===== config.mk =====
export PLATFORM = sky130hd
export DESIGN_NAME = issue_top
export DESIGN_NICKNAME = d
export VERILOG_FILES = /design/src/logic/issue_cfg_pkg.sv /design/src/logic/issue_types_pkg.sv /design/src/logic/issue_top.sv /design/src/logic/exec_pipe.sv /design/src/logic/wait_buffer.sv /design/src/logic/reg_table.sv /design/src/logic/tag_pool.sv
export SDC_FILE = /design/constraint.sdc
export NUM_CORES = 1
export LEC_CHECK = 0
export BUFFER_PORTS_ARGS = -buffer_cell sky130_fd_sc_hd__buf_2
export CORE_MARGIN = 1
export CORE_UTILIZATION = 50
export DETAILED_ROUTE_END_ITERATION = 12
export HOLD_SLACK_MARGIN = 0.08
export PLACE_DENSITY = 0.67
export SKIP_CTS_REPAIR_TIMING = 1
export SYNTH_ARGS = -nofsm -noshare
export SYNTH_HDL_FRONTEND = slang
export SYNTH_SLANG_ARGS = --single-unit

===== constraint.sdc =====
create_clock -name clk_i -period 10.8 [get_ports clk_i]
set_clock_uncertainty 0.15 [all_clocks]
set_input_delay 1.08 -clock clk_i [delete_from_list [all_inputs] [get_ports clk_i]]
set_output_delay 1.08 -clock clk_i [all_outputs]
set_load 0.03 [all_outputs]

===== src/logic/issue_cfg_pkg.sv =====
// Issue stage configuration
// Sizing constants shared by all issue stage blocks
`default_nettype none

package issue_cfg_pkg;

    // Producer tags and register table entries
    localparam int unsigned NumTags      = 8;
    // Wait buffer slots
    localparam int unsigned WaitDepth    = 4;
    localparam int unsigned RegIdxWidth  = 5;
    localparam int unsigned NumSubwarps  = 4;
    // Source operands per instruction
    localparam int unsigned NumOperands  = 2;
    // Cycles from issue to writeback
    localparam int unsigned EuLatency    = 3;

    // Derived widths
    localparam int unsigned TagWidth       = $clog2(NumTags);
    localparam int unsigned SubwarpIdWidth = $clog2(NumSubwarps);
    // Slot index and relative age share one width
    localparam int unsigned SlotIdxWidth   = $clog2(WaitDepth);

endpackage : issue_cfg_pkg

`default_nettype wire

===== src/logic/issue_types_pkg.sv =====
// Issue stage types
// Index types, opcodes and the instruction and writeback records
`default_nettype none

package issue_types_pkg;

    import issue_cfg_pkg::*;

    typedef logic [TagWidth-1:0]       tag_t;
    typedef logic [RegIdxWidth-1:0]    reg_idx_t;
    typedef logic [SubwarpIdWidth-1:0] subwarp_id_t;

    // Passed through the stage untouched
    typedef enum logic [1:0] {
        OP_ADD  = 2'd0,
        OP_MUL  = 2'd1,
        OP_LOAD = 2'd2,
        OP_MOVE = 2'd3
    } eu_op_e;

    // Decoded instruction from the decoder
    typedef struct packed {
        subwarp_id_t                    subwarp;
        eu_op_e                         op;
        reg_idx_t                       dst;
        reg_idx_t [NumOperands-1:0]     src;
    } inst_t;

    // Issued and written back instruction
    typedef struct packed {
        tag_t        tag;
        subwarp_id_t subwarp;
        reg_idx_t    dst;
        eu_op_e      op;
    } wb_t;

    typedef enum logic {
        SLOT_FREE = 1'b0,
        SLOT_WAIT = 1'b1
    } slot_state_e;

endpackage : issue_types_pkg

`default_nettype wire


===== src/logic/issue_top.sv =====
// Issue stage top
// Tag pool, register table, wait buffer and execution pipe
`timescale 1ns/1ns
`default_nettype none

module issue_top import issue_cfg_pkg::*, issue_types_pkg::*; (
    input  wire  logic  clk_i,
    input  wire  logic  rst_i,
    // Decoder
    input  wire  logic  inst_valid_i,
    input  wire  inst_t inst_i,
    output       logic  accept_o,
    output       tag_t  dispatch_tag_o,
    // Writeback
    output       logic  wb_valid_o,
    output       wb_t   wb_o,
    output       logic  all_dst_written_o
);

    logic                   free_avail;
    logic                   space;
    logic                   dispatch;
    logic [NumOperands-1:0] operands_ready;
    tag_t [NumOperands-1:0] operands_tag;
    logic                   issue_valid;
    wb_t                    issue;

    // Needs both a tag and a slot
    assign accept_o = free_avail && space;
    assign dispatch = inst_valid_i && accept_o;

    tag_pool i_tag_pool (
        .clk_i         (clk_i),
        .rst_i         (rst_i),
        .alloc_i       (dispatch),
        .free_avail_o  (free_avail),
        .free_tag_o    (dispatch_tag_o),
        .release_i     (wb_valid_o),
        .release_tag_i (wb_o.tag)
    );

    reg_table i_reg_table (
        .clk_i             (clk_i),
        .rst_i             (rst_i),
        .insert_i          (dispatch),
        .tag_i             (dispatch_tag_o),
        .inst_i            (inst_i),
        .eu_valid_i        (wb_valid_o),
        .eu_tag_i          (wb_o.tag),
        .operands_ready_o  (operands_ready),
        .operands_tag_o    (operands_tag),
        .all_dst_written_o (all_dst_written_o)
    );

    wait_buffer i_wait_buffer (
        .clk_i            (clk_i),
        .rst_i            (rst_i),
        .write_i          (dispatch),
        .tag_i            (dispatch_tag_o),
        .inst_i           (inst_i),
        .operands_ready_i (operands_ready),
        .operands_tag_i   (operands_tag),
        .wb_valid_i       (wb_valid_o),
        .wb_tag_i         (wb_o.tag),
        .space_o          (space),
        .issue_valid_o    (issue_valid),
        .issue_o          (issue)
    );

    exec_pipe i_exec_pipe (
        .clk_i         (clk_i),
        .rst_i         (rst_i),
        .issue_valid_i (issue_valid),
        .issue_i       (issue),
        .wb_valid_o    (wb_valid_o),
        .wb_o          (wb_o)
    );

endmodule : issue_top

`default_nettype wire


===== src/logic/exec_pipe.sv =====
// Execution pipe
// Fixed latency shift pipeline that turns issues into writebacks
`timescale 1ns/1ns
`default_nettype none

module exec_pipe import issue_cfg_pkg::*, issue_types_pkg::*; (
    input  wire  logic clk_i,
    input  wire  logic rst_i,
    // From wait buffer
    input  wire  logic issue_valid_i,
    input  wire  wb_t  issue_i,
    // Writeback
    output       logic wb_valid_o,
    output       wb_t  wb_o
);

    // One valid bit per stage, several in flight
    logic [EuLatency-1:0] valid_q;
    wb_t  [EuLatency-1:0] stage_q;

    always_ff @(posedge clk_i) begin
        if (rst_i) begin
            valid_q <= '0;
        end else begin
            valid_q[0] <= issue_valid_i;
            for (int i = 1; i < EuLatency; i++) begin
                valid_q[i] <= valid_q[i-1];
            end
        end
    end

    // Payload shifts with its valid bit
    always_ff @(posedge clk_i) begin
        stage_q[0] <= issue_i;
        for (int i = 1; i < EuLatency; i++) begin
            stage_q[i] <= stage_q[i-1];
        end
    end

    // Last stage is the writeback
    assign wb_valid_o = valid_q[EuLatency-1];
    assign wb_o       = stage_q[EuLatency-1];

endmodule : exec_pipe

`default_nettype wire


===== src/logic/wait_buffer.sv =====
// Wait buffer
// Parks dispatched instructions until their sources are written back
// Issues the oldest ready slot each cycle
`timescale 1ns/1ns
`default_nettype none

module wait_buffer import issue_cfg_pkg::*, issue_types_pkg::*; (
    input  wire  logic                   clk_i,
    input  wire  logic                   rst_i,
    // Dispatch
    input  wire  logic                   write_i,
    input  wire  tag_t                   tag_i,
    input  wire  inst_t                  inst_i,
    input  wire  logic [NumOperands-1:0] operands_ready_i,
    input  wire  tag_t [NumOperands-1:0] operands_tag_i,
    // Writeback wakeup
    input  wire  logic                   wb_valid_i,
    input  wire  tag_t                   wb_tag_i,
    // Status and issue
    output       logic                   space_o,
    output       logic                   issue_valid_o,
    output       wb_t                    issue_o
);

    typedef logic [SlotIdxWidth-1:0] slot_idx_t;

    // Age counts younger occupied slots, oldest has the highest value
    typedef struct packed {
        inst_t                  inst;
        tag_t                   tag;
        logic [NumOperands-1:0] rdy;
        tag_t [NumOperands-1:0] wait_tag;
        slot_idx_t              age;
    } slot_t;

    slot_state_e [WaitDepth-1:0] state_q;
    slot_state_e [WaitDepth-1:0] state_d;
    slot_t       [WaitDepth-1:0] slot_q;
    slot_t       [WaitDepth-1:0] slot_d;

    slot_idx_t free_idx;
    slot_idx_t issue_idx;
    slot_idx_t issue_age;
    logic      write_en;

    // ################################################
    // Free slot and oldest ready slot
    // ################################################

    always_comb begin
        space_o  = 1'b0;
        free_idx = '0;
        for (int s = WaitDepth - 1; s >= 0; s--) begin
            if (state_q[s] == SLOT_FREE) begin
                space_o  = 1'b1;
                free_idx = slot_idx_t'(s);
            end
        end
    end

    assign write_en = write_i && space_o;

    always_comb begin
        issue_valid_o = 1'b0;
        issue_idx     = '0;
        issue_age     = '0;
        for (int s = 0; s < WaitDepth; s++) begin
            if (state_q[s] == SLOT_WAIT && &slot_q[s].rdy
                && (!issue_valid_o || slot_q[s].age > issue_age)) begin
                issue_valid_o = 1'b1;
                issue_idx     = slot_idx_t'(s);
                issue_age     = slot_q[s].age;
            end
        end
    end

    always_comb begin
        issue_o = '0;
        if (issue_valid_o) begin
            issue_o.tag     = slot_q[issue_idx].tag;
            issue_o.subwarp = slot_q[issue_idx].inst.subwarp;
            issue_o.dst     = slot_q[issue_idx].inst.dst;
            issue_o.op      = slot_q[issue_idx].inst.op;
        end
    end

    // ################################################
    // Slot update
    // ################################################

    always_comb begin
        state_d = state_q;
        slot_d  = slot_q;

        for (int s = 0; s < WaitDepth; s++) begin
            if (state_q[s] == SLOT_WAIT) begin
                // Wake operands waiting on this writeback
                for (int op = 0; op < NumOperands; op++) begin
                    if (wb_valid_i && !slot_q[s].rdy[op]
                        && slot_q[s].wait_tag[op] == wb_tag_i) begin
                        slot_d[s].rdy[op] = 1'b1;
                    end
                end
                // Keep ages dense
                if (write_en) begin
                    slot_d[s].age = slot_d[s].age + slot_idx_t'(1);
                end
                if (issue_valid_o && slot_q[s].age > issue_age) begin
                    slot_d[s].age = slot_d[s].age - slot_idx_t'(1);
                end
            end
        end

        if (issue_valid_o) begin
            state_d[issue_idx] = SLOT_FREE;
        end

        // New entry is the youngest
        if (write_en) begin
            state_d[free_idx]         = SLOT_WAIT;
            slot_d[free_idx].inst     = inst_i;
            slot_d[free_idx].tag      = tag_i;
            slot_d[free_idx].rdy      = operands_ready_i;
            slot_d[free_idx].wait_tag = operands_tag_i;
            slot_d[free_idx].age      = '0;
        end
    end

    always_ff @(posedge clk_i) begin
        if (rst_i) begin
            state_q <= {WaitDepth{SLOT_FREE}};
        end else begin
            state_q <= state_d;
        end
    end

    always_ff @(posedge clk_i) begin
        slot_q <= slot_d;
    end

endmodule : wait_buffer

`default_nettype wire


===== src/logic/reg_table.sv =====
// Register table
// Maps each register to its newest producer tag and reports operand readiness
`timescale 1ns/1ns
`default_nettype none

module reg_table import issue_cfg_pkg::*, issue_types_pkg::*; (
    input  wire  logic                   clk_i,
    input  wire  logic                   rst_i,
    // Dispatch
    input  wire  logic                   insert_i,
    input  wire  tag_t                   tag_i,
    input  wire  inst_t                  inst_i,
    // Writeback
    input  wire  logic                   eu_valid_i,
    input  wire  tag_t                   eu_tag_i,
    // To wait buffer
    output       logic [NumOperands-1:0] operands_ready_o,
    output       tag_t [NumOperands-1:0] operands_tag_o,
    // No outstanding producer
    output       logic                   all_dst_written_o
);

    // ################################################
    // Entry storage
    // ################################################

    typedef struct packed {
        subwarp_id_t subwarp;
        reg_idx_t    dst;
        tag_t        producer;
    } entry_t;

    logic   [NumTags-1:0] valid_q;
    logic   [NumTags-1:0] valid_d;
    entry_t [NumTags-1:0] table_q;
    entry_t [NumTags-1:0] table_d;

    // Table empty means every result has reached the register file
    assign all_dst_written_o = ~|valid_q;

    // ################################################
    // Operand lookup
    // ################################################

    always_comb begin
        logic hit;
        for (int op = 0; op < NumOperands; op++) begin
            hit                  = 1'b0;
            operands_ready_o[op] = 1'b1;
            operands_tag_o[op]   = '0;
            // At most one entry per subwarp and register
            for (int e = 0; e < NumTags; e++) begin
                if (!hit && valid_q[e]
                    && table_q[e].subwarp == inst_i.subwarp
                    && table_q[e].dst == inst_i.src[op]) begin
                    hit                  = 1'b1;
                    operands_ready_o[op] = 1'b0;
                    operands_tag_o[op]   = table_q[e].producer;
                end
            end
            // Producer writing back right now counts as ready
            if (hit && eu_valid_i && operands_tag_o[op] == eu_tag_i) begin
                operands_ready_o[op] = 1'b1;
            end
        end
    end

    // ################################################
    // Clear and insert
    // ################################################

    always_comb begin
        logic placed;
        valid_d = valid_q;
        table_d = table_q;
        placed  = 1'b0;

        // Writeback first so a stale entry can be reused below
        if (eu_valid_i) begin
            for (int e = 0; e < NumTags; e++) begin
                if (valid_q[e] && table_q[e].producer == eu_tag_i) begin
                    valid_d[e] = 1'b0;
                end
            end
        end

        if (insert_i) begin
            // Same register already tracked, take over as newest producer
            for (int e = 0; e < NumTags; e++) begin
                if (!placed && valid_d[e]
                    && table_q[e].subwarp == inst_i.subwarp
                    && table_q[e].dst == inst_i.dst) begin
                    table_d[e].producer = tag_i;
                    placed              = 1'b1;
                end
            end
            // Otherwise lowest free entry
            for (int e = 0; e < NumTags; e++) begin
                if (!placed && !valid_d[e]) begin
                    valid_d[e]          = 1'b1;
                    table_d[e].subwarp  = inst_i.subwarp;
                    table_d[e].dst      = inst_i.dst;
                    table_d[e].producer = tag_i;
                    placed              = 1'b1;
                end
            end
        end
    end

    always_ff @(posedge clk_i) begin
        if (rst_i) begin
            valid_q <= '0;
        end else begin
            valid_q <= valid_d;
        end
    end

    // Payload follows valid bits
    always_ff @(posedge clk_i) begin
        table_q <= table_d;
    end

endmodule : reg_table

`default_nettype wire


===== src/logic/tag_pool.sv =====
// Producer tag pool
// Hands out the lowest free tag and takes back written back tags
`timescale 1ns/1ns
`default_nettype none

module tag_pool import issue_cfg_pkg::*, issue_types_pkg::*; (
    input  wire  logic clk_i,
    input  wire  logic rst_i,
    // Allocation side
    input  wire  logic alloc_i,
    output       logic free_avail_o,
    output       tag_t free_tag_o,
    // Release from writeback
    input  wire  logic release_i,
    input  wire  tag_t release_tag_i
);

    // One bit per tag, set while the tag is in flight
    logic [NumTags-1:0] busy_q;
    logic [NumTags-1:0] busy_d;

    // Lowest free tag wins
    always_comb begin
        free_avail_o = 1'b0;
        free_tag_o   = '0;
        for (int t = NumTags - 1; t >= 0; t--) begin
            if (!busy_q[t]) begin
                free_avail_o = 1'b1;
                free_tag_o   = tag_t'(t);
            end
        end
    end

    always_comb begin
        busy_d = busy_q;
        // Released tag is free again next cycle
        if (release_i) begin
            busy_d[release_tag_i] = 1'b0;
        end
        if (alloc_i && free_avail_o) begin
            busy_d[free_tag_o] = 1'b1;
        end
    end

    always_ff @(posedge clk_i) begin
        if (rst_i) begin
            busy_q <= '0;
        end else begin
            busy_q <= busy_d;
        end
    end

endmodule : tag_pool

`default_nettype wire


==> impl.org <==
** Timing
- Based on the critical path, the design can be clocked at up to 161.4 MHz.
- Final cycle utilization of the critical path :: 57.38%
- Minimum clock period after layout :: 6.197 ns
- Worst hold slack :: about 0.17 ns
- For the final routed database, the setup TNS stands at 0 ns.
- Max Transition Viols Final :: 0
- Setup violations remaining at the end of the flow were counted as 0.
- Total count of hold-check failures in the final report :: 0
- Max-slew headroom :: approximately 28%
- Transition time at the pin with the least slew margin :: 1.070 ns
- RSZ-0062 raised after global routing :: false

** Setup path
- The worst setup path is launched from a flop.
- Required time of the critical path :: between 10 and 15 ns
- For this run, the slowest stage of the critical path takes about 0.5 ns.
- Largest fanout on the critical path :: 20
- Worst-case reg-to-reg path depth :: 27
- The worst setup path is captured at a flop.
- Across all register-to-register paths, the minimum setup slack is 4.60 ns.
- The worst setup path is of the reg -> reg kind.
- Slowest library cell on the worst path :: dfxtp_1
- Data arrival time of the worst path :: 6.49 ns

** Route
- In the routed design, unresolved DRC markers number 0.
- After detailed routing, the average wire length per cell comes to between 20 and 25 um.
- Number of nets still failing antenna checks after routing :: 0
- The first detailed-routing pass ran for 6 iterations.
- Initial DRC Count :: roughly 580
- Via count :: 7,652
- The routed design has about 27,000 um of wire.
- Using the TritonRoute via totals, the vias-per-cell ratio works out to 5.771.

** Global route
- After global routing the overflow that remains totals 0.
- Entering global routing, the biggest net connects 28 pins.
- Global-route wire length before repair :: around 41,000 um
- Initial antenna violation count :: 0
- Across every metal layer, demand over resource in global routing totals 23.74%.
- Number of global-route vias before repair :: approximately 7,200

** Final layout
- From synthesis to final layout, the design area changed by 10.36%.
- Share of layout cells above drive strength 1 :: 11.19%
- Total of fill cells in the finished design :: about 1,900
- Net count, final :: approximately 1,100
- Leaving out filler cells and counting taps, the final layout contains approximately 1,300.
- The repair_antennas step left the layout with diodes totalling 0.

** Floorplan
- In this run the core area contains 54 standard-cell rows.
- After floorplanning, the core was sized to cover 0.02182 mm^2.
- The die covers 0.02291 mm^2.
- Width of the chip :: around 150 um
- For this configuration, the core starts out at a cell density of approximately 51%.
- The die is 151.4 um tall.
- During I/O placement, the number of pins put on the boundary was 40.

** Yosys
- Post-Synthesis Cell Area :: about 0.011 mm^2
- Yosys reg bits :: approximately 230
- Counting instances in the post-synthesis netlist gives the leading cell types as edfxtp_1 (152), xnor2_1 (134), dfxtp_1 (75).
- Count of distinct cell types in the synthesized netlist :: 70
- The largest total area in the synthesized netlist belongs to edfxtp_1.
- The top cell type by area accounts for 40.92% of the synthesized area.
- Fraction of synthesis flops using an asynchronous set or reset pin :: 0%
- Most frequent cell after synthesis :: edfxtp_1
- In the synthesized netlist the dominant register cell turns out to be edfxtp_1.
- Ys Warns :: 0
- In the synthesized netlist, the number of instances is 1,001.
- The synthesized design contains 152 enable-type register cells.
- Post-synth net total :: 1,037
- The average instance in the mapped netlist occupies 11.14 um^2.
- Cells taking the most area after synthesis :: edfxtp_1 (41%), dfxtp_1 (13%), xnor2_1 (11%), xor2_1 (5.1%), nand2_1 (2.4%)
- Of the synthesized area, sequential elements account for between 50% and 60%.

** CTS
- In this run the deepest clock path goes through 3 buffers.
- Clock tree synthesis selected as its root buffer the cell clkbuf_16.
- CTS saw 227 sinks.
- After clock tree synthesis, the clock-pin slew on the worst setup and hold paths is 0.06 ns.
- The clock reaches the later pin of the worst-skew pair after around 0.53 ns.
- CTS H-Tree Depth :: 1
- Clock buffers created by TritonCTS :: 25
- CTS tree :: done

** Place
- At the end of routability-driven placement, the weighted congestion stood at 0.8931.
- Count of input and output buffers :: 39
- Half-perimeter wire length after placement :: 18,560 um
- Placed insts :: ~1,300

** Worst hold path
- Type of the most critical hold path :: reg -> reg
- Min-Delay Path Depth :: 0

** Power
- In this run the power density over the cells is 158.4 mW/mm^2.
- VDD IR-drop max :: between 100 and 150 uV
- The analysis attributes to cell leakage a power of 4.346 nW.

** Job
- Number of max-cap violations :: 0

** Status
- The run finished with clean final reports.
[metal layers]
metal | global-route usage (%) | share of wire [%] | up-vias
met1 | 33.54 | 46 | 3704
met3 | 3.494 | 5.9 | 53
li1 | - | - | 3648
met5 | 0 | 0 | -
met2 | 37.72 | 46 | 247
met4 | 6.950 | 2.2 | 0
[path summary, 6_finish.rpt]
path                       startpoint                  endpoint
max reg2reg  i_wait_buffer.state_q[0]  i_wait_buffer.slot_q[65]
min           i_exec_pipe.stage_q[23]      i_exec_pipe.wb_o[11]
max          i_wait_buffer.state_q[0]  i_wait_buffer.slot_q[65]
min reg2reg   i_exec_pipe.stage_q[23]      i_exec_pipe.wb_o[11]
[where the power goes]
| part | internal (mW) | leakage, nW | total, mW | switching (mW) |
|---|---|---|---|---|
| clock network | 0.431 | 0.355 | 0.770 | 0.339 |
| registers | 0.963 | 2.03 | 0.984 | 0.0214 |
| logic | 0.0727 | 1.96 | 0.196 | 0.123 |
| total | 1.47 | 4.35 | 1.95 | 0.484 |
[per-stage QoR]
step | utilization (%) | setup WS [ns] | power (mW) | area (um^2)
2_1_floorplan | - | 4.383 | 1.147 | 11150
3_3_place_gp | 53.01 | 4.853 | 1.193 | 11570
3_5_place_dp | 53.01 | 4.700 | 1.198 | 11570
4_1_cts | 56.41 | 4.646 | 1.963 | 12310
5_1_grt | 56.41 | 4.123 | 2.020 | 12310
6_report | 56.41 | 4.603 | 1.950 | 12310
[final cells by class]
type	count	area, um^2	share of cell area [%]
Timing Repair Buffer	56	322.8	2.622
Multi-Input combinational cell	692	4736	38.47
Clock buffer	33	655.6	5.326
Tap cell	280	350.3	2.846
Clock inverter	13	86.33	0.7013
Sequential cell	227	6066	49.27
Inverter	25	93.84	0.7623
[cells by family (layout without fill, tap and decap cells)]
group                      after synthesis  after routing  synth area share [%]
and+or+nand+nor                        323            323                 15.06
DFF                                    227            227                 54.38
buffers and inverters                   82            127                 3.354
AOI/OAI and AO/OA                      146            146                 9.019
adders and majority gates               14             14                 1.570
xor gates and xnor gates               200            200                 15.77
muxes                                    9              9                0.8413
[placed cells by master, fill, tap and decap left out, types with 19 or more instances in the layout]
| master | instances |
|---|---|
| nor3_1 | 31 |
| buf_2 | 39 |
| nand3_1 | 35 |
| inv_1 | 25 |
| xnor2_1 | 134 |
| xor2_1 | 65 |
| o21ai_0 | 21 |
| a21oi_1 | 37 |
| nand4_1 | 19 |
| nand2_1 | 71 |
| edfxtp_1 | 152 |
| nor2_1 | 69 |
| dfxtp_1 | 75 |
| clkbuf_16 | 25 |
[critical path, delay by kind of cell, from the launching register on]
kind	cells	cell delay, ns
mux	2	0.77
fa+ha+maj	4	1.19
flops	1	0.50
buf+inv	1	0.26
simple gates	9	1.06
compound gates	10	2.01
xor+xnor	1	0.14
(Power assumes the default switching activity.)
